**config.mk**
```make
export PLATFORM = sky130hd
export DESIGN_NAME = cache_tag_store
export DESIGN_NICKNAME = d
export VERILOG_FILES = /design/src/design/cache_pkg.sv /design/src/design/cache_tag_store.sv
export VERILOG_INCLUDE_DIRS = /design/src /design/src/design
export SDC_FILE = /design/constraint.sdc
export NUM_CORES = 1
export LEC_CHECK = 0
export ABC_CLOCK_PERIOD_IN_PS = 4850
export BUFFER_PORTS_ARGS = -buffer_cell sky130_fd_sc_hd__buf_2
export CORE_ASPECT_RATIO = 0.75
export CORE_MARGIN = 2
export CORE_UTILIZATION = 30
export DETAILED_ROUTE_END_ITERATION = 8
export GPL_TIMING_DRIVEN = 0
export PLACE_DENSITY = 0.51
export SYNTH_ARGS = -nofsm -noshare
export SYNTH_HDL_FRONTEND = slang
export SYNTH_SLANG_ARGS = --single-unit
```
**constraint.sdc**
```tcl
create_clock -name clk_i -period 4.85 [get_ports clk_i]
set_input_delay 0.97 -clock clk_i [delete_from_list [all_inputs] [get_ports clk_i]]
set_output_delay 0.97 -clock clk_i [all_outputs]
set_load 0.02 [all_outputs]
```
**src/design/cache_cfg.svh**
```systemverilog
/* geometry of the 2-way data cache
   included by both packages and by the RTL that sizes arrays from it */
`ifndef CACHE_CFG_SVH
`define CACHE_CFG_SVH

// byte address and word
`define CACHE_ADDR_WIDTH 16
`define CACHE_DATA_WIDTH 32
`define CACHE_SEL_WIDTH 4

// sets per way and words per line, ways are fixed at two
`define CACHE_SETS 16
`define CACHE_LINE_WORDS 4

`endif

```
**src/design/cache_pkg.sv**
```systemverilog
/* address field, way and front-end state types of the cache
   referenced by scoped name from the RTL */
`include "cache_cfg.svh"

package cache_pkg;

  // field positions within a byte address
  localparam int byte_width_lp = $clog2(`CACHE_SEL_WIDTH);
  localparam int offset_width_lp = $clog2(`CACHE_LINE_WORDS);
  localparam int index_width_lp = $clog2(`CACHE_SETS);
  localparam int index_lsb_lp = byte_width_lp + offset_width_lp;
  localparam int tag_lsb_lp = index_lsb_lp + index_width_lp;
  localparam int tag_width_lp = `CACHE_ADDR_WIDTH - tag_lsb_lp;

  typedef logic [`CACHE_ADDR_WIDTH-1:0] addr_t;
  typedef logic [`CACHE_DATA_WIDTH-1:0] word_t;
  typedef logic [`CACHE_SEL_WIDTH-1:0] sel_t;
  typedef logic [tag_width_lp-1:0] tag_t;
  typedef logic [index_width_lp-1:0] index_t;
  typedef logic [offset_width_lp-1:0] offset_t;
  typedef logic way_t;

  typedef enum logic [1:0] {
    e_front_idle,
    e_front_lookup,
    e_front_compare,
    e_front_miss_wait
  } front_state_e;

endpackage

```
**src/design/cache_tag_store.sv**
```systemverilog
/* tag, valid, dirty and lru state of both ways
   read on lookup, compared in the following cycle, updated on hit or install */
`timescale 1ns/1ps
`include "cache_cfg.svh"

module cache_tag_store (
  input  logic clk_i,
  input  logic reset_i,
  output logic init_busy_o,
  input  logic lookup_i,
  input  cache_pkg::addr_t lookup_addr_i,
  output logic hit_o,
  output cache_pkg::way_t hit_way_o,
  output cache_pkg::way_t victim_way_o,
  output logic victim_dirty_o,
  output cache_pkg::tag_t victim_tag_o,
  input  logic touch_i,
  input  logic mark_dirty_i,
  input  logic install_i,
  input  cache_pkg::way_t install_way_i
);

  cache_pkg::tag_t tag_mem [2][`CACHE_SETS];
  logic [1:0] valid_mem [`CACHE_SETS];
  logic [1:0] dirty_mem [`CACHE_SETS];
  cache_pkg::way_t lru_mem [`CACHE_SETS];

  cache_pkg::tag_t tag_rd_q [2];
  logic [1:0] valid_rd_q;
  logic [1:0] dirty_rd_q;
  cache_pkg::way_t lru_rd_q;
  cache_pkg::tag_t req_tag_q;
  cache_pkg::index_t req_index_q;

  logic init_busy_q;
  cache_pkg::index_t init_index_q;
  cache_pkg::index_t lookup_index;
  logic [1:0] way_hit;

  assign lookup_index = lookup_addr_i[cache_pkg::index_lsb_lp +: cache_pkg::index_width_lp];

  // synchronous read of one set, tag kept for the compare cycle
  always_ff @(posedge clk_i) begin
    if (lookup_i) begin
      for (int w = 0; w < 2; w++) begin
        tag_rd_q[w] <= tag_mem[w][lookup_index];
      end
      valid_rd_q <= valid_mem[lookup_index];
      dirty_rd_q <= dirty_mem[lookup_index];
      lru_rd_q <= lru_mem[lookup_index];
      req_tag_q <= lookup_addr_i[cache_pkg::tag_lsb_lp +: cache_pkg::tag_width_lp];
      req_index_q <= lookup_index;
    end
  end

  always_comb begin
    for (int w = 0; w < 2; w++) begin
      way_hit[w] = valid_rd_q[w] & (tag_rd_q[w] == req_tag_q);
    end
  end

  assign hit_o = |way_hit;
  assign hit_way_o = way_hit[1];

  // invalid ways first, then the lru way
  always_comb begin
    if (!valid_rd_q[0])
      victim_way_o = 1'b0;
    else if (!valid_rd_q[1])
      victim_way_o = 1'b1;
    else
      victim_way_o = lru_rd_q;
  end

  assign victim_dirty_o = valid_rd_q[victim_way_o] & dirty_rd_q[victim_way_o];
  assign victim_tag_o = tag_rd_q[victim_way_o];

  // walk all sets after reset to clear the metadata
  always_ff @(posedge clk_i) begin
    if (reset_i) begin
      init_busy_q <= 1'b1;
      init_index_q <= '0;
    end else if (init_busy_q) begin
      init_index_q <= init_index_q + 1'b1;
      if (init_index_q == cache_pkg::index_t'(`CACHE_SETS - 1))
        init_busy_q <= 1'b0;
    end
  end

  assign init_busy_o = init_busy_q;

  always_ff @(posedge clk_i) begin
    if (init_busy_q) begin
      valid_mem[init_index_q] <= 2'b00;
      dirty_mem[init_index_q] <= 2'b00;
      lru_mem[init_index_q] <= 1'b0;
    end else begin
      // a hit points lru at the other way
      if (touch_i) begin
        lru_mem[req_index_q] <= ~hit_way_o;
        if (mark_dirty_i)
          dirty_mem[req_index_q][hit_way_o] <= 1'b1;
      end
      if (install_i) begin
        tag_mem[install_way_i][req_index_q] <= req_tag_q;
        valid_mem[req_index_q][install_way_i] <= 1'b1;
        dirty_mem[req_index_q][install_way_i] <= 1'b0;
      end
    end
  end

endmodule

```
==> flow_summary.json, run 1 <==
{
  "status": "completed",
  "power_switching_w": 0.00155,
  "worstMarginPinSlew_ps": 1340,
  "antenna_found_initial": 1,
  "path_buf_inv": 1,
  "routabilityCongestion": 0.830,
  "clockBufferDepth": 3,
  "min_path_type": "primary input to register",
  "critPathCaptureType": "output pin",
  "setup_viol": 0,
  "synth-seq-cells": 374,
  "syn_area_per_cell_um2": 19.8,
  "sequentialPowerShare_pct": 52.8,
  "p_leak_nw": 5.44,
  "fin_util_pct": 35.0,
  "tns_ps": 0,
  "synth-xor-area-share_pct": 1.09,
  "place_ws_ps": 295,
  "synthMuxAreaShare_pct": 17.0,
  "fp.dieArea_um2": 52600,
  "diodes": 0,
  "synth_compound_area_share_pct": 1.82,
  "grt_max_degree": 42,
  "clk_pin_slew_worst_paths_ps": 70,
  "finClkSkew_ps": 24.4,
  "slew_headroom_pct": 10.7,
  "core_um2": 50100,
  "critPathMaxFanout": 34,
  "p_total_w": 0.00696,
  "synth_warnings": 0,
  "grt_pass1_vias": 7721,
  "p_int_w": 0.00541,
  "yosysTopAreaCellShare_pct": 72.8,
  "drive_above_1_share_pct": 27.4,
  "area_growth_pct": 15.3,
  "gr-total-overflow": 0,
  "die_w_um": 264,
  "yosysSeqAreaShare_pct": 73.5,
  "numCtsBuffers": 36,
  "min_period_ps": 4490,
  "grt_usage_pct": 14.5,
  "synth_flop_cell": "edfxtp_1",
  "crit_required_ps": 3880,
  "instances_no_fill": 1526,
  "final_max_slew_viol_count": 0,
  "rows": 71,
  "synthArstFlopShare_pct": 0,
  "place_hpwl_um": 25000,
  "port_buffers": 30,
  "final_hold_viol_count": 0,
  "holdBufCountCts": 0,
  "die_h_um": 199,
  "synth-adder-area-share_pct": 0.0822,
  "cts-root-buf": "clkbuf_16",
  "synth.most_common_cell": "edfxtp_1",
  "yosys-top-cells-count": "edfxtp_1, mux4_2, nor2_1",
  "syn-num-nets": 793,
  "cp.arrival_ps": 3520,
  "worstSetupStartpointType": "register",
  "drc": 0,
  "num-nets-final": 868,
  "post-route-period-util_pct": 92.6,
  "max_freq_mhz": 223,
  "yosys.cell_types.count": 46,
  "rsz0062_at_grt": "no",
  "drt_pass1_iterations": 5,
  "cpMaxStageDelayCell": "edfxtp_1",
  "avgViaCountPerCell": 5.08,
  "cts_tree": "yes",
  "synth-simple-area-share_pct": 5.11,
  "synthTopCellsByArea": "edfxtp_1, mux4_2, nor2_1, mux2_2, a211oi_1",
  "yosysTopAreaCell": "edfxtp_1",
  "cap_violations": 0,
  "clock_sinks": 374,
  "dp_cells": 1457,
  "synth-edff-count": 369,
  "max_stage_delay_ps": 1230,
  "critical_path.cell_chain": "xnor2_1 > nand3_1 > nor3_2 > a41o_1 > buf_2",
  "crit_family": "flip-flops",
  "via_count": 7748,
  "clkLatencyLatePin_ps": 540,
  "ioPinCount": 36,
  "synth_area_um2": 15200,
  "timing.final.ws_setup_ps": 359,
  "powerDensity_nw_per_um2": 397,
  "synth_top_family_by_area": "multiplexers",
  "synthCells": 769,
  "wl_per_cell_um": 25.1,
  "p_comb_share_pct": 6.1,
  "peakVddDrop_uv": 205,
  "start_util_pct": 30.4,
  "htree_levels": 2,
  "clkPwrFrac_pct": 41.1,
  "fillers": 4735,
  "wl_um": 38300,
  "netSwitchingFraction_pct": 22.3,
  "critPathKind": "register to output pin",
  "grt_pass1_wl_um": 54600,
  "first_iter_violations": 869,
  "drtAntennaViolNets": 0
}
[per-stage QoR]
stage | hold slack, ps | cell area, um^2
2_1_floorplan | 567 | 15200
6_report | 607 | 17500
5_1_grt | 579 | 17500
3_3_place_gp | 615 | 16200
3_5_place_dp | 618 | 16200
4_1_cts | 581 | 17400
[logic make-up after synthesis]
family / count (synthesis)
AO/OA/AOI/OAI: 39
buffers and inverters: 46
flip-flops: 374
XOR/XNOR: 19
AND/OR/NAND/NOR: 164
multiplexers: 126
adder cells (fa/ha/maj): 1
[what timing repair did]
action	4_1_cts	5_1_grt
endpoints found under the setup margin	2	2
gates resized for setup	1	0
buffers inserted	0	3
[routing by layer]
metal	global-route usage, %	part of all wire (%)	routed length [um]
met3	3.14	6.8	2600
met1	23.7	52	19900
met5	0	0	0
met4	2.93	1.4	545
met2	19.4	40	15200
[flip-flops by register name (all words and copies together), names as in the netlist]
name and count:
dirty_mem 32, dirty_rd_q 2, init_busy_o 1, init_index_q 4, lru_mem 16, lru_rd_q 1
req_index_q 4, req_tag_q 8, tag_mem 256, tag_rd_q 16, valid_mem 32, valid_rd_q 2
[cells in the final DEF (no fill, tap or decap), types with 3 or more instances in the layout]
| cell | instances |
|---|---|
| edfxtp_1 | 369 |
| mux4_2 | 105 |
| nor2_1 | 81 |
| buf_2 | 43 |
| clkbuf_16 | 36 |
| clkbuf_1 | 23 |
| nand2_1 | 17 |
| a211oi_1 | 16 |
| nor4_1 | 15 |
| clkinv_1 | 12 |
| mux2_2 | 11 |
| xnor2_1 | 10 |
| nor3_2 | 10 |
| nor3_1 | 10 |
| mux2i_1 | 9 |
| xor2_1 | 9 |
| nor2b_1 | 8 |
| nand2b_1 | 7 |
| a21oi_1 | 6 |
| buf_1 | 5 |
| or2_2 | 5 |
| buf_8 | 5 |
| bufinv_16 | 5 |
| dfxtp_1 | 5 |
| a22oi_1 | 3 |
| clkinv_4 | 3 |
[final cells by class]
class,instances,area (um^2),area share [%]
inverters,4,15.0,0.0856
plain buffers,42,193,1.10
clock buffers,37,905,5.16
repair buffers,37,277,1.58
flip-flops and latches,374,11200,63.7
well taps,657,822,4.69
multi-input cells,349,3880,22.1
clock inverters,26,273,1.56
[path summary, 6_finish.rpt]
check / start / to / slack (ps) / depth (start not counted)
min: lookup_addr_i[12] / req_tag_q[4] / 610 / 1
max: req_tag_q[6] / hit_o / 360 / 5
max reg2reg: req_tag_q[6] / lru_mem[5] / 1500 / 4
min reg2reg: init_index_q[0] / init_index_q[1] / 640 / 3
[power groups by stage]
stage / logic (W) / registers [W] / clock network, W
2_1_floorplan: 0.000248 / 0.00372 / 0
3_3_place_gp: 0.000382 / 0.00376 / 0
3_5_place_dp: 0.000384 / 0.00377 / 0
4_1_cts: 0.000385 / 0.00370 / 0.00292
5_1_grt: 0.000452 / 0.00368 / 0.00305
6_report: 0.000424 / 0.00367 / 0.00286
(Power assumes the default switching activity.)
==> inputs of run 2 (changes only) <==
--- a/config.mk
+++ b/config.mk
@@ -6,14 +6,14 @@
 export SDC_FILE = /design/constraint.sdc
 export NUM_CORES = 1
 export LEC_CHECK = 0
-export ABC_CLOCK_PERIOD_IN_PS = 4850
+export ABC_CLOCK_PERIOD_IN_PS = 3700
 export BUFFER_PORTS_ARGS = -buffer_cell sky130_fd_sc_hd__buf_2
 export CORE_ASPECT_RATIO = 0.75
 export CORE_MARGIN = 2
 export CORE_UTILIZATION = 30
 export DETAILED_ROUTE_END_ITERATION = 8
 export GPL_TIMING_DRIVEN = 0
-export PLACE_DENSITY = 0.51
+export PLACE_DENSITY = 0.53
 export SYNTH_ARGS = -nofsm -noshare
 export SYNTH_HDL_FRONTEND = slang
 export SYNTH_SLANG_ARGS = --single-unit
==> constraint.sdc (replaced) <==
create_clock -name clk_i -period 3.7 [get_ports clk_i]
set_input_delay 0.74 -clock clk_i [delete_from_list [all_inputs] [get_ports clk_i]]
set_output_delay 0.74 -clock clk_i [all_outputs]
set_load 0.1 [all_outputs]
==> flow_summary.json, run 2 (synthesis gave the netlist of run 1 again) <==
{
  "critPathKind": "register to output pin",
  "slew_headroom_pct": 13.5,
  "max_stage_delay_ps": 470,
  "fp.dieArea_um2": 52600,
  "place_ws_ps": -261,
  "peakVddDrop_uv": 379,
  "p_int_w": 0.00695,
  "startpoint": "tag_rd_q[1][3]",
  "clock_sinks": 374,
  "p_leak_nw": 5.47,
  "grt_pass1_vias": 7798,
  "max_freq_mhz": 293,
  "finClkSkew_ps": 25.6,
  "endpoint": "hit_o",
  "largest_register_ffs": 256,
  "drive_above_1_share_pct": 27.8,
  "powerDensity_nw_per_um2": 516,
  "drc": 0,
  "area_growth_pct": 15.4,
  "clockBufferDepth": 3,
  "cp.arrival_ps": 2680,
  "gr-total-overflow": 0,
  "dp_cells": 1456,
  "ctsResizeCount": 0,
  "num-nets-final": 882,
  "cpMaxStageDelayCell": "nand4_1",
  "rows": 71,
  "status": "completed",
  "crit_required_ps": 2960,
  "grt_max_degree": 42,
  "cts_tree": "yes",
  "grt_usage_pct": 15.2,
  "min_path_type": "primary input to register",
  "timing.final.ws_setup_ps": 285,
  "critPathCaptureType": "output pin",
  "antenna_found_initial": 2,
  "final_common_cell": "edfxtp_1",
  "rsz0062_at_grt": "no",
  "grt_pass1_wl_um": 56800,
  "reg_top3": "tag_mem x256, dirty_mem x32, valid_mem x32",
  "rr_endpoint": "tag_mem[0][49]",
  "grt_busiest_layer": "met1",
  "worstMarginPinSlew_ps": 1290,
  "holdBufCountCts": 0,
  "htree_levels": 2,
  "critPathMaxFanout": 3,
  "drtAntennaViolNets": 0,
  "layout_common_cells": "edfxtp_1, mux4_2, nor2_1",
  "diodes": 0,
  "p_comb_share_pct": 7.9,
  "instances_no_fill": 1541,
  "clkPwrFrac_pct": 39.4,
  "cap_violations": 0,
  "r2r-start": "init_busy_o",
  "numCtsBuffers": 37,
  "setup_viol": 0,
  "via_count": 7932,
  "port_buffers": 30,
  "avgViaCountPerCell": 5.15,
  "grt_use_met2_pct": 20.4,
  "sequentialPowerShare_pct": 52.7,
  "critical_path.cell_chain": "xnor2_1 > nand4_1 > nor3_4 > buf_4 > a41o_1 > buf_2",
  "core_um2": 50100,
  "ioPinCount": 36,
  "netSwitchingFraction_pct": 23.3,
  "first_iter_violations": 1073,
  "power_switching_w": 0.00210,
  "wl_per_cell_um": 25.7,
  "start_util_pct": 30.4,
  "gr-usage-met1_pct": 24.2,
  "min_period_ps": 3420,
  "final_hold_viol_count": 0,
  "post-route-period-util_pct": 92.3,
  "wl_um": 39600,
  "drt_pass1_iterations": 5,
  "routabilityCongestion": 0.824,
  "rr_worst_depth": 7,
  "die_h_um": 199,
  "clk_pin_slew_worst_paths_ps": 60,
  "die_w_um": 264,
  "largest_register": "tag_mem",
  "place_hpwl_um": 24800,
  "cts-root-buf": "clkbuf_16",
  "reg2reg_slack_ps": 620,
  "final_max_slew_viol_count": 0,
  "worstSetupStartpointType": "register",
  "tns_ps": 0,
  "use_met3_pct": 4.18,
  "clkLatencyLatePin_ps": 550
}
==> run 2: stage by stage <==
| stage | hold WS [ps] | total power (W) | util (%) | instance area, um^2 |
|---|---|---|---|---|
| after detailed placement | 652 | 0.00553 | 32.4 | 16200 |
| after floorplan | 567 | 0.00529 | - | 15200 |
| final | 361 | 0.00905 | 35.0 | 17600 |
| after global placement | 610 | 0.00552 | 32.3 | 16200 |
| after CTS | 346 | 0.00911 | 35.0 | 17500 |
| after global routing | 346 | 0.00933 | 35.0 | 17600 |
==> run 2: metal layers <==
metal / share of wire [%] / up-vias
li1: - / 3352
met1: 49 / 4201
met2: 40 / 327
met3: 9.2 / 50
met4: 1.5 / 2
met5: 0.033 / -
==> run 2: area by class of cell <==
| type | count | area (um^2) |
|---|---|---|
| fillers | 4717 | 32500 |
| flip-flops and latches | 374 | 11200 |
| multi-input cells | 349 | 3880 |
| clock buffers | 48 | 967 |
| well taps | 657 | 822 |
| repair buffers | 50 | 363 |
| plain buffers | 42 | 193 |
| clock inverters | 17 | 140 |
| inverters | 4 | 15.0 |
==> run 2: how the worst min path moves through the flow <==
stage | startpoint | to | slack [ps] | cells past startpoint
3_3_place_gp | init_index_q[0] | init_index_q[1] | 610 | 3
2_1_floorplan | init_index_q[1] | init_index_q[1] | 570 | 2
5_1_grt | lookup_addr_i[8] | req_tag_q[0] | 350 | 1
4_1_cts | lookup_addr_i[8] | req_tag_q[0] | 350 | 1
3_5_place_dp | init_index_q[0] | init_index_q[1] | 650 | 3
6_report | lookup_addr_i[8] | req_tag_q[0] | 360 | 1
==> run 2: power by group through the flow <==
| stage | Combinational [W] | Clock (W) | Sequential, W |
|---|---|---|---|
| 6_report | 0.000717 | 0.00357 | 0.00477 |
| 4_1_cts | 0.000720 | 0.00363 | 0.00477 |
| 3_5_place_dp | 0.000594 | 0 | 0.00494 |
| 2_1_floorplan | 0.000414 | 0 | 0.00487 |
| 5_1_grt | 0.000758 | 0.00380 | 0.00477 |
| 3_3_place_gp | 0.000589 | 0 | 0.00493 |
==> run 2: repair_timing <==
action	CTS	global route
pin swaps	0	1
setup endpoints to repair	2	1
buffers inserted	17	2
==> run 2: critical path: cells and delay by family, from the launching register on <==
| family | cells | cell delay [ps] |
|---|---|---|
| xor gates and xnor gates | 1 | 180 |
| AOI/OAI and AO/OA | 1 | 140 |
| and+or+nand+nor | 2 | 740 |
| buffers and inverters | 2 | 640 |
| DFF | 1 | 420 |
