[src/design/cache_cfg.svh]
/* geometry of the 2-way data cache
   included by both packages and by the RTL that sizes arrays from it */
`ifndef CACHE_CFG_SVH
`define CACHE_CFG_SVH

// byte address and word
`define CACHE_ADDR_WIDTH 16
`define CACHE_DATA_WIDTH 32
`define CACHE_SEL_WIDTH 4

// sets per way and words per line, ways are fixed at two
`define CACHE_SETS 16
`define CACHE_LINE_WORDS 4

`endif

[src/design/cache_pkg.sv]
/* address field, way and front-end state types of the cache
   referenced by scoped name from the RTL */
`include "cache_cfg.svh"

package cache_pkg;

  // field positions within a byte address
  localparam int byte_width_lp = $clog2(`CACHE_SEL_WIDTH);
  localparam int offset_width_lp = $clog2(`CACHE_LINE_WORDS);
  localparam int index_width_lp = $clog2(`CACHE_SETS);
  localparam int index_lsb_lp = byte_width_lp + offset_width_lp;
  localparam int tag_lsb_lp = index_lsb_lp + index_width_lp;
  localparam int tag_width_lp = `CACHE_ADDR_WIDTH - tag_lsb_lp;

  typedef logic [`CACHE_ADDR_WIDTH-1:0] addr_t;
  typedef logic [`CACHE_DATA_WIDTH-1:0] word_t;
  typedef logic [`CACHE_SEL_WIDTH-1:0] sel_t;
  typedef logic [tag_width_lp-1:0] tag_t;
  typedef logic [index_width_lp-1:0] index_t;
  typedef logic [offset_width_lp-1:0] offset_t;
  typedef logic way_t;

  typedef enum logic [1:0] {
    e_front_idle,
    e_front_lookup,
    e_front_compare,
    e_front_miss_wait
  } front_state_e;

endpackage

[src/design/refill_pkg.sv]
/* memory-side types of the miss sequencer */
`include "cache_cfg.svh"

package refill_pkg;

  // a line address is the byte address without offset and byte bits
  localparam int line_width_lp = `CACHE_ADDR_WIDTH - $clog2(`CACHE_LINE_WORDS)
    - $clog2(`CACHE_SEL_WIDTH);

  typedef logic [line_width_lp-1:0] line_addr_t;
  typedef logic [$clog2(`CACHE_LINE_WORDS)-1:0] word_count_t;

  typedef enum logic [2:0] {
    e_miss_idle,
    e_miss_evict,
    e_miss_refill,
    e_miss_install,
    e_miss_done
  } miss_state_e;

endpackage

[src/design/cache_miss_unit.sv]
/* miss sequencer, Wishbone classic master on the memory side
   writes back a dirty victim, refills the line word by word, then installs the tag */
`timescale 1ns/1ps
`include "cache_cfg.svh"

module cache_miss_unit (
  input  logic clk_i,
  input  logic reset_i,
  input  logic miss_start_i,
  input  cache_pkg::addr_t miss_addr_i,
  input  cache_pkg::way_t victim_way_i,
  input  logic victim_dirty_i,
  input  cache_pkg::tag_t victim_tag_i,
  output logic mem_cyc_o,
  output logic mem_stb_o,
  output logic mem_we_o,
  output cache_pkg::addr_t mem_adr_o,
  output cache_pkg::word_t mem_dat_o,
  input  cache_pkg::word_t mem_dat_i,
  input  logic mem_ack_i,
  output logic dmem_rd_o,
  output logic dmem_wr_o,
  output cache_pkg::way_t dmem_way_o,
  output cache_pkg::offset_t dmem_offset_o,
  output cache_pkg::word_t dmem_wdata_o,
  input  cache_pkg::word_t dmem_rdata_i,
  output logic install_o,
  output logic miss_done_o
);

  refill_pkg::miss_state_e state_q;
  refill_pkg::word_count_t count_q;
  logic stb_q;

  refill_pkg::line_addr_t line_q;
  cache_pkg::tag_t victim_tag_q;
  cache_pkg::way_t way_q;

  refill_pkg::line_addr_t beat_line;
  logic start;
  logic beat_ack;
  logic last_beat;

  assign start = (state_q == refill_pkg::e_miss_idle) & miss_start_i;
  assign beat_ack = stb_q & mem_ack_i;
  assign last_beat = (count_q == refill_pkg::word_count_t'(`CACHE_LINE_WORDS - 1));

  always_ff @(posedge clk_i) begin
    if (start) begin
      line_q <= miss_addr_i[cache_pkg::index_lsb_lp +: refill_pkg::line_width_lp];
      victim_tag_q <= victim_tag_i;
      way_q <= victim_way_i;
    end
  end

  // victim line keeps the set index of the missing line
  assign beat_line = (state_q == refill_pkg::e_miss_evict)
    ? {victim_tag_q, line_q[cache_pkg::index_width_lp-1:0]}
    : line_q;

  // one classic cycle per beat, stb dropped for a cycle after each ack
  assign mem_cyc_o = stb_q;
  assign mem_stb_o = stb_q;
  assign mem_we_o = stb_q & (state_q == refill_pkg::e_miss_evict);
  assign mem_adr_o = {beat_line, count_q, {cache_pkg::byte_width_lp{1'b0}}};
  assign mem_dat_o = dmem_rdata_i;

  // victim words are fetched one cycle ahead of their write beat
  always_comb begin
    dmem_rd_o = 1'b0;
    dmem_wr_o = 1'b0;
    dmem_offset_o = count_q;
    if (start && victim_dirty_i) begin
      dmem_rd_o = 1'b1;
      dmem_offset_o = '0;
    end else if (state_q == refill_pkg::e_miss_evict && beat_ack && !last_beat) begin
      dmem_rd_o = 1'b1;
      dmem_offset_o = count_q + 1'b1;
    end else if (state_q == refill_pkg::e_miss_refill && beat_ack) begin
      dmem_wr_o = 1'b1;
    end
  end

  assign dmem_way_o = way_q;
  assign dmem_wdata_o = mem_dat_i;

  always_ff @(posedge clk_i) begin
    if (reset_i) begin
      state_q <= refill_pkg::e_miss_idle;
      count_q <= '0;
      stb_q <= 1'b0;
    end else begin
      case (state_q)
        refill_pkg::e_miss_idle: begin
          if (miss_start_i) begin
            state_q <= victim_dirty_i ? refill_pkg::e_miss_evict : refill_pkg::e_miss_refill;
            count_q <= '0;
            stb_q <= 1'b1;
          end
        end
        refill_pkg::e_miss_evict, refill_pkg::e_miss_refill: begin
          if (beat_ack) begin
            stb_q <= 1'b0;
            // counter wraps to zero after the last beat
            count_q <= count_q + 1'b1;
            if (last_beat)
              state_q <= (state_q == refill_pkg::e_miss_evict)
                ? refill_pkg::e_miss_refill : refill_pkg::e_miss_install;
          end else if (!stb_q) begin
            stb_q <= 1'b1;
          end
        end
        refill_pkg::e_miss_install: state_q <= refill_pkg::e_miss_done;
        default: state_q <= refill_pkg::e_miss_idle;
      endcase
    end
  end

  assign install_o = (state_q == refill_pkg::e_miss_install);
  assign miss_done_o = (state_q == refill_pkg::e_miss_done);

endmodule

[config.mk]
export PLATFORM = sky130hd
export DESIGN_NAME = cache_miss_unit
export DESIGN_NICKNAME = d
export VERILOG_FILES = /design/src/design/cache_pkg.sv /design/src/design/refill_pkg.sv /design/src/design/cache_miss_unit.sv
export VERILOG_INCLUDE_DIRS = /design/src /design/src/design
export SDC_FILE = /design/constraint.sdc
export NUM_CORES = 1
export LEC_CHECK = 0
export BUFFER_PORTS_ARGS = -buffer_cell sky130_fd_sc_hd__buf_2
export CAP_MARGIN = 5
export CORE_MARGIN = 2
export CORE_UTILIZATION = 35
export DETAILED_ROUTE_END_ITERATION = 10
export PLACE_DENSITY = 0.9
export SKIP_LAST_GASP = 1
export SLEW_MARGIN = 20
export SYNTH_ARGS = -nofsm -noshare
export SYNTH_HDL_FRONTEND = slang
export SYNTH_SLANG_ARGS = --single-unit
[constraint.sdc]
create_clock -name clk_i -period 4.5 [get_ports clk_i]
set_input_delay 0.45 -clock clk_i [delete_from_list [all_inputs] [get_ports clk_i]]
set_output_delay 0.45 -clock clk_i [all_outputs]
set_load 0.02 [all_outputs]
==> Implementation_results.wiki, run 1 <==
{| class="wikitable"
! Metric !! Value
|-
| Number of top-level pins || 184
|-
| Largest net degree at the start of global routing || 22
|-
| Fraction of final layout cells sized beyond drive strength 1 || 0.377
|-
| Detailed-route wire length || 4310 microns
|-
| Post-Route Hold Slack || around 350 ps
|-
| Instance count of the mapped netlist || about 170
|-
| Post-route ant nets || 0
|-
| Origin of the critical flop-to-flop path || count_q[0]$_SDFFE_PP0P_
|-
| Buffer cell driving the clock tree root || clkbuf_8
|-
| Layer carrying the most global-route usage || met2
|-
| Non-filler cells in the finished layout || roughly 220
|-
| CTS Hold Buffers Added || 0
|-
| Power, Total || 0.948 mW
|-
| Netlist Area Pre-Place || about 0.0017 sq mm
|-
| Unique cell type count in the Yosys netlist || 32
|-
| Total DRC errors in the routed layout || 0
|-
| Number of max-capacitance violations reported || 0
|-
| Buffer levels on the longest clock path || 2
|-
| GRT Residual Overflow || 0
|-
| Std-Cell Core Area || roughly 0.0047 sq mm
|-
| Achievable frequency || ~380 MHz
|-
| Data arrival time at the worst-slack endpoint || roughly 2200 ps
|-
| Max FO, Critical Path || 12
|-
| Cell area after placement || approximately 0.0015 sq mm
|-
| Number of antenna violations at the first check in global routing || 0
|-
| First-pass GRT wire length || roughly 5500 microns
|-
| Die area || between 0.005 and 0.006 sq mm
|-
| Final Hold Viols || 0
|-
| Slew Viols, Final || 0
|-
| Clock buffer count from CTS || 3
|-
| Met3 usage in global routing || 0.143
|-
| Final worst-path setup slack || ~1900 ps
|-
| Number of vias in the routed layout || 1,018
|-
| DP HPWL || 3730 microns
|-
| Area growth from synthesis to layout || -9.40%
|-
| Total inserted antenna cells || 0
|-
| Sequential fraction of the synthesis area || 0.441
|-
| 1st-pass router iterations || 4
|-
| Global placer's final weighted congestion || 0.807
|-
| H-tree depth || 1
|-
| Unrepaired setup endpoints after global routing || no
|-
| PD cells || 614 mW/mm^2
|-
| Warnings, synthesis || 0
|-
| Detail-routed via count per cell || between 4 and 5
|-
| Fraction of the cycle the final worst path needs || 0.587
|-
| Crit end category || output pin
|-
| Number of clock sinks || 27
|-
| Run status || completed
|-
| Die W || roughly 74 microns
|-
| Global-route track usage on met2 || 0.238
|-
| Critical path class || flop to output pin
|-
| Final setup viols || 0
|-
| DP Cell Count || 214
|-
| Layout net count || roughly 250
|-
| Clock Latency Late Sink || ~270 ps
|-
| Site row count || 25
|-
| Core utilization of the finished layout || 0.327
|-
| Post-synthesis register bit count || 27
|-
| Relative slew slack || 0.513
|-
| PostCTS Resize Cnt || 0
|-
| Commonest non-fill, non-tap cell in the layout || buf_2
|-
| Clock Pin Slew Worst Setup and Hold Paths || 90 ps
|-
| HP Start || miss_addr_i[14]
|-
| Initial core utilization || 0.361
|-
| Vias in the first global route || 918
|-
| Startpoint type of the worst setup path || flop
|-
| Wire length per cell || ~20 microns
|-
| Non-Filler Cell Area, Final || between 0.0015 and 0.002 sq mm
|-
| Setup Skew || 5.87 ps
|-
| Maximum vdd ir drop || 0.000331 V
|-
| Final Critical Period || ~2600 ps
|-
| Final TNS setup || 0 ps
|-
| Die height || ~74 microns
|-
| DRT iter0 DRCs || 21
|-
| Filler instances || between 400 and 500
|-
| CTS tree || yes
|-
| GR met1 Demand/Resource || 0.109
|-
| Synthesized area per cell || ~10 sq um
|-
| Most frequent cells in the layout || buf_2 (49), nand2_1 (25), edfxtp_1 (21)
|-
| Worst Setup SP || state_q[0]$_SDFFE_PP0P_
|-
| Required @ worst endpoint || slightly above 4000 ps
|-
| Actual transition at the worst max-transition pin || between 700 and 800 ps
|-
| Leakage power summed over all cells || about 0.67 nW
|-
| Worst min-delay path class || input pin to flop
|-
| Port buffer count || 49
|-
| Buffers inserted during post-CTS setup optimization || 0
|-
| Worst setup timing slack at the placement stage || about 2200 ps
|-
| Overall fraction of global-route tracks in use || 0.139
|}
==> worst paths after layout <==
kind                             end  slack, ps  depth (start not counted)
max                 dmem_offset_o[0]       1860                          4
max reg2reg  state_q[1]$_SDFFE_PP0P_       3060                          4
min reg2reg  count_q[1]$_SDFFE_PP0P_        530                          2
min             line_q[10]$_DFFE_PN_        350                          1
==> final cells by class <==
class	count	area [sq um]	area share
multi-input combinational	66	393	0.254
inverter	4	15.0	0.00972
timing repair buffer	50	253	0.164
sequential	27	751	0.486
clock buffer	3	41.3	0.0267
tap	67	83.8	0.0543
clock inverter	1	7.51	0.00486
==> worst max-delay path, cell delays in order, from the launching register on <==
cell     delay, ps
dfxtp_1        540
or3b_1         570
or4_1          460
a21oi_1        160
buf_2          190
==> metal layers <==
metal  wire length [microns]  share of wire
met5                       0              0
met4                      14         0.0033
met3                    1080           0.25
met2                    2150           0.50
met1                    1060           0.25
==> sequential cells by signal, summed over array words and instances (netlist names) <==
register,flops
count_q,2
dmem_way_o,1
victim_tag_q,8
state_q,3
line_q,12
mem_cyc_o,1
==> Yosys cell counts <==
master    count  area, sq um
nor3b_2       1         12.5
dfxtp_1       6          120
a21o_1        1         7.51
or3b_1        1         8.76
or2_2         1         6.26
o31ai_1       2         15.0
nor3_1        4         20.0
o311ai_0      1         8.76
nor4b_1       2         17.5
nor3b_1       2         15.0
or4_1         1         7.51
conb_1        1         3.75
inv_1         4         15.0
edfxtp_1     21          631
nand4b_1      1         8.76
o41ai_1       1         8.76
o32ai_1       2         17.5
and3_1        1         6.26
and2_1        4         25.0
nand3_1       2         10.0
nand2_1      25         93.8
ha_1          1         12.5
a21oi_1       4         20.0
o311a_1       1         10.0
or2_1         1         6.26
xnor2_1       1         8.76
buf_4        73          548
clkbuf_1      2         7.51
nor2b_1       1         6.26
o211a_1       1         10.0
o32a_1        1         10.0
or3_1         1         6.26
==> report_power, final <==
part           internal (mW)  total (mW)  switching, mW
combinational          0.142       0.409          0.266
sequential             0.356       0.404         0.0476
clock                 0.0627       0.136         0.0733
==> cells by family (layout without fill, tap and decap cells) <==
kind of cell	after synthesis	after routing	share of synthesized area
flops	27	27	0.441
compound gates	14	14	0.0631
fa+ha+maj	1	1	0.00734
other cells	1	2	0.00220
buf+inv	79	58	0.335
xor+xnor	1	1	0.00514
simple gates	48	48	0.147
No activity file was read; power rests on OpenSTA's default activity.
==> run 2: changes to the inputs <==
Settings changed: CORE_UTILIZATION 35 to 31, PLACE_DENSITY 0.9 to 0.85.
Clock period 4.5 ns to 2.13 ns, I/O delays scaled along.
==> run 2 against run 1 <==
  * Final area up 3.2%
  * Routed wire length is 10% lower
  * Utilization fell by 2.1 points
  * Die area is 12% higher
  * Clock skew shrank 3.8 ps
  * Clock-buffer cell count is the same
  * Clock power increased by 110%
  * Largest power group unchanged
==> Implementation_results.wiki, run 2 (same netlist as run 1, synthesis figures left out) <==
{| class="wikitable"
! Metric !! Value
|-
| DRT iter0 DRCs || 28
|-
| Met3 routed WL || a little over 600 microns
|-
| Final TNS setup || 0 ps
|-
| Max FO, Critical Path || 6
|-
| Proportion of total power due to net switching || 0.405
|-
| Die area || a little over 0.006 sq mm
|-
| Run status || completed
|-
| Wire length on met1 || between 1000 and 1500 microns
|-
| Clock Pin Slew Worst Setup and Hold Paths || 90 ps
|-
| Setup slack of the worst register-to-register path || between 600 and 700 ps
|-
| Overall fraction of global-route tracks in use || 0.117
|-
| Worst min-delay path class || input pin to flop
|-
| Highest routing layer actually used || met4
|-
| Clock buffer count from CTS || 3
|-
| PD cells || between 1000 and 1500 mW/mm^2
|-
| Number of antenna violations at the first check in global routing || 0
|-
| First-pass GRT wire length || about 5400 microns
|-
| Detailed-route wire length || between 3000 and 4000 microns
|-
| Slew Viols, Final || 0
|-
| Total DRC errors in the routed layout || 0
|-
| PostCTS Resize Cnt || 0
|-
| Initial core utilization || 0.327
|-
| Combinational Power Share || 0.475
|-
| Number of max-capacitance violations reported || 0
|-
| Die height || around 80 microns
|-
| Buffer levels on the longest clock path || 2
|-
| Maximum vdd ir drop || between 0.0005 and 0.0006 V
|-
| Number of top-level pins || roughly 180
|-
| Buffers inserted during post-CTS setup optimization || 0
|-
| Worst setup timing slack at the placement stage || about 510 ps
|-
| Achievable frequency || a little over 500 MHz
|-
| Fraction of final layout cells sized beyond drive strength 1 || 0.397
|-
| Crit-path max cell delay || approximately 510 ps
|-
| Hold depth || 1
|-
| Non-filler cells in the finished layout || 226
|-
| Largest net degree at the start of global routing || 22
|-
| Fraction of the cycle the final worst path needs || 0.911
|-
| Logic depth of the worst register-to-register path || 4
|-
| Power, Total || about 2.1 mW
|-
| Critical path class || flop to output pin
|-
| 1st-pass router iterations || 4
|-
| Die W || 78.1 microns
|-
| Crit end category || output pin
|-
| Core utilization of the finished layout || 0.306
|-
| CTS tree || yes
|-
| Final worst-path setup slack || ~190 ps
|-
| Wire length per cell || 17.1 microns
|-
| Clock Latency Late Sink || ~270 ps
|-
| Ordered cell list for the critical path || ha_1 -> or4_1 -> a21oi_1 -> buf_2
|-
| Portion of total power attributed to the clock network || 0.140
|-
| Total inserted antenna cells || 0
|-
| HP Start || miss_addr_i[4]
|-
| Unrepaired setup endpoints after global routing || no
|-
| Most frequent cells in the layout || buf_2 (49), nand2_1 (25), edfxtp_1 (21)
|-
| Buffer cell driving the clock tree root || clkbuf_8
|-
| Port buffer count || 49
|-
| Slowest-stage cell, CP || or4_1
|-
| DP HPWL || about 3200 microns
|-
| Number of vias in the routed layout || around 1,000
|-
| Share of total power in sequential cells || 0.386
|-
| Filler instances || ~560
|-
| Required @ worst endpoint || 1920 ps
|-
| Leakage power summed over all cells || between 0.7 and 0.8 nW
|-
| DP Cell Count || roughly 220
|-
| Power Internal || ~1.2 mW
|-
| Origin of the critical flop-to-flop path || count_q[0]$_SDFFE_PP0P_
|-
| CTS Hold Buffers Added || 0
|-
| Std-Cell Core Area || 0.00520 sq mm
|-
| Largest register by flop count || line_q
|-
| Global placer's final weighted congestion || between 0.8 and 0.9
|-
| Layout net count || between 200 and 300
|-
| Post-route ant nets || 0
|-
| Vias in the first global route || 960
|-
| GRT Residual Overflow || 0
|-
| Number of clock sinks || 27
|-
| Data arrival time at the worst-slack endpoint || ~1700 ps
|-
| Startpoint type of the worst setup path || flop
|-
| Detail-routed via count per cell || 4.62
|-
| Reg2reg end || state_q[1]$_SDFFE_PP0P_
|-
| Number of flip-flops under the largest register name || 12
|-
| Final Hold Viols || 0
|-
| Area growth from synthesis to layout || -6.46%
|-
| H-tree depth || 1
|-
| Setup Skew || between 2 and 2.5 ps
|-
| Final Critical Period || approximately 1900 ps
|-
| Net Switching || between 0.8 and 0.9 mW
|-
| Amount of wire on met2 after detailed routing || around 2000 microns
|-
| Hold worst-path end || line_q[0]$_DFFE_PN_
|-
| Final setup viols || 0
|-
| Commonest non-fill, non-tap cell in the layout || buf_2
|-
| Site row count || 26
|-
| Largest registers || line_q x12, victim_tag_q x8, state_q x3
|}
==> run 2: changes by cell type in the layout (fill, tap and decap cells not counted) <==
cell / previous run / this run
nor4b_2: 1 / 0
nor4b_4: 0 / 1
buf_4: 1 / 6
==> run 2: area by class of cell <==
type,instances,area (sq um),area share
sequential,27,751,0.471
clock buffer,3,41.3,0.0259
tap,70,87.6,0.0549
multi-input combinational,66,402,0.252
clock inverter,1,7.51,0.00471
inverter,4,15.0,0.00942
timing repair buffer,55,290,0.182
==> run 2: worst max-delay path by stage <==
stage	from	endpoint	slack [ps]	cells after the start
after floorplan	state_q[0]$_SDFFE_PP0P_	dmem_rd_o	180	4
after global placement	count_q[0]$_SDFFE_PP0P_	dmem_offset_o[0]	520	4
after detailed placement	count_q[0]$_SDFFE_PP0P_	dmem_offset_o[0]	510	4
after CTS	count_q[0]$_SDFFE_PP0P_	dmem_offset_o[0]	190	4
after global routing	mem_cyc_o$_SDFFE_PP0P_	dmem_offset_o[0]	70	4
final	count_q[0]$_SDFFE_PP0P_	dmem_offset_o[0]	190	4
==> run 2: per-stage QoR <==
step           instance area [sq um]  hold WS [ps]
2_1_floorplan                   1720           292
3_3_place_gp                    1550           389
3_5_place_dp                    1550           391
4_1_cts                         1590           104
5_1_grt                         1590          93.2
6_report                        1590           111
==> run 2: worst max-delay path, delay by kind of cell (launching register included) <==
family / cells / cell delay [ps]
DFF: 1 / 350
AOI/OAI and AO/OA: 1 / 150
and+or+nand+nor: 1 / 510
adders and majority gates: 1 / 270
buffers and inverters: 1 / 170
==> run 2: metal layers <==
| metal | up-vias | GRT usage |
|---|---|---|
| met1 | 462 | 0.108 |
| met3 | 12 | 0.0667 |
| met2 | 95 | 0.209 |
| met4 | 0 | 0.0491 |
| li1 | 474 | - |
| met5 | - | 0 |
==> run 2: power groups by stage <==
stage,Sequential [mW],Clock [mW],Combinational (mW)
finish,0.805,0.291,0.991
global placement,0.807,0,0.993
CTS,0.807,0.300,1.00
floorplan,0.827,0,0.871
global route,0.822,0.320,1.09
detailed placement,0.819,0,1.00
==> run 3: changes to the inputs <==
Settings changed: CORE_ASPECT_RATIO set to 0.9, SKIP_CTS_REPAIR_TIMING set to 1.
==> run 3 against run 2 <==
  * Clock skew is 1.6 ps lower
  * Cell count decreased by 1.3%
  * Sequential power is essentially flat
  * Worst setup slack gained 5.3 ps
  * Critical path depth did not move
  * First-iteration DRC count decreased by 14%
  * Register-to-register slack hardly changed
  * Combinational power about the same
  * Flip-flop and latch count unchanged
  * Maximum frequency increased by 0.27%
  * Clock power is essentially flat
  * Critical path type unchanged
  * Highest routed layer unchanged
==> Implementation_results.wiki, run 3 (same netlist as run 1, synthesis figures left out) <==
{| class="wikitable"
! Metric !! Value
|-
| Run status || completed
|-
| Critical path class || flop to output pin
|-
| Clock Pin Slew Worst Setup and Hold Paths || around 90 ps
|-
| Die height || about 74 microns
|-
| Largest net degree at the start of global routing || 22
|-
| Number of vias in the routed layout || ~1,100
|-
| Port buffer count || 49
|-
| HP Start || victim_tag_i[2]
|-
| Vias in the first global route || between 900 and 1,000
|-
| PD cells || 1320 mW/mm^2
|-
| Clock buffer count from CTS || 3
|-
| Fraction of final layout cells sized beyond drive strength 1 || 0.397
|-
| Buffer cell driving the clock tree root || clkbuf_8
|-
| Area growth from synthesis to layout || -6.68%
|-
| Die W || between 80 and 90 microns
|-
| Wire length per cell || approximately 19 microns
|-
| Buffer levels on the longest clock path || 2
|-
| Non-Filler Cell Area, Final || ~0.0016 sq mm
|-
| Leakage power summed over all cells || approximately 0.7 nW
|-
| 1st-pass router iterations || 4
|-
| Total DRC errors in the routed layout || 0
|-
| Worst Setup SP || count_q[0]$_SDFFE_PP0P_
|-
| Number of antenna violations at the first check in global routing || 0
|-
| Cell area after placement || between 0.0015 and 0.002 sq mm
|-
| Worst min-delay path class || input pin to flop
|-
| Post-Route Hold Slack || 112 ps
|-
| Detail-routed via count per cell || between 4 and 5
|-
| Post-route ant nets || 0
|-
| Std-Cell Core Area || ~0.0053 sq mm
|-
| Achievable frequency || around 520 MHz
|-
| Required @ worst endpoint || roughly 1900 ps
|-
| Site row count || 25
|-
| Data arrival time at the worst-slack endpoint || about 1700 ps
|-
| Origin of the critical flop-to-flop path || count_q[0]$_SDFFE_PP0P_
|-
| Unrepaired setup endpoints after global routing || no
|-
| Final setup viols || 0
|-
| DP HPWL || approximately 3600 microns
|-
| Clock Latency Late Sink || between 200 and 300 ps
|-
| GRT Residual Overflow || 0
|-
| Largest registers || line_q x12, victim_tag_q x8, state_q x3
|-
| First-pass GRT wire length || 5460 microns
|-
| Startpoint type of the worst setup path || flop
|-
| H-tree depth || 1
|-
| CTS tree || yes
|-
| Slew Viols, Final || 0
|-
| Global placer's final weighted congestion || ~0.87
|-
| Number of flip-flops under the largest register name || 12
|-
| Final Hold Viols || 0
|-
| Maximum vdd ir drop || 0.000660 V
|-
| Initial core utilization || 0.322
|-
| Die area || between 0.006 and 0.007 sq mm
|-
| Max FO, Critical Path || 6
|-
| Commonest non-fill, non-tap cell in the layout || buf_2
|-
| Fraction of the cycle the final worst path needs || 0.908
|-
| Crit end category || output pin
|-
| Final TNS setup || 0 ps
|-
| Number of clock sinks || 27
|-
| Largest register by flop count || line_q
|-
| Detailed-route wire length || approximately 4200 microns
|-
| Total inserted antenna cells || 0
|-
| Number of max-capacitance violations reported || 0
|-
| DRT iter0 DRCs || 24
|-
| Most frequent cells in the layout || buf_2 (49), nand2_1 (25), edfxtp_1 (21)
|-
| Final Critical Period || between 1500 and 2000 ps
|-
| Overall fraction of global-route tracks in use || 0.123
|-
| Setup Skew || roughly 0.54 ps
|-
| Number of top-level pins || 184
|-
| Layout net count || between 200 and 300
|}
-- run 3: cell counts in the layout (fill, tap and decap cells not counted) --
No cell type changed its count.
-- run 3: per-layer routing --
metal	global-route usage	routed length, microns	vias to the layer above
li1	-	-	476
met1	0.107	1110	484
met2	0.220	2180	94
met3	0.0922	841	8
met4	0.0389	65	0
met5	0	0	-
-- run 3: final cells by class --
type                    instances  area, sq um
clock buffers                   3         41.3
clock inverters                 1         7.51
fillers                       552         3700
inverters                       4         15.0
multi-input cells              66          402
flip-flops and latches         27          751
well taps                      67         83.8
repair buffers                 55          290
-- run 3: final timing paths --
kind | endpoint | slack [ps] | cells past startpoint
worst min register to register | count_q[1]$_SDFFE_PP0P_ | 530 | 2
worst min-delay path | victim_tag_q[2]$_DFFE_PN_ | 110 | 1
worst max-delay path | dmem_offset_o[0] | 200 | 4
worst max register to register | state_q[1]$_SDFFE_PP0P_ | 680 | 4
-- run 3: power breakdown --
group / total [mW] / internal [mW] / switching, mW
sequential: 0.806 / 0.753 / 0.0533
combinational: 1.01 / 0.358 / 0.648
clock: 0.291 / 0.133 / 0.159
total: 2.10 / 1.24 / 0.860
-- run 3: stage by stage --
step                worst slack (ps)  cells  utilization  power, mW
global route                    55.9    223        0.301       2.25
finish                           196    223        0.301       2.10
floorplan                        185    172            -       1.70
detailed placement               499    219        0.292       1.84
global placement                 514    219        0.292       1.81
CTS                              184    223        0.301       2.13
-- run 3: critical path, stage by stage, from the launching register on --
cell     delay (ps)
dfxtp_1         360
ha_1            260
or4_1           510
a21oi_1         150
buf_2           170
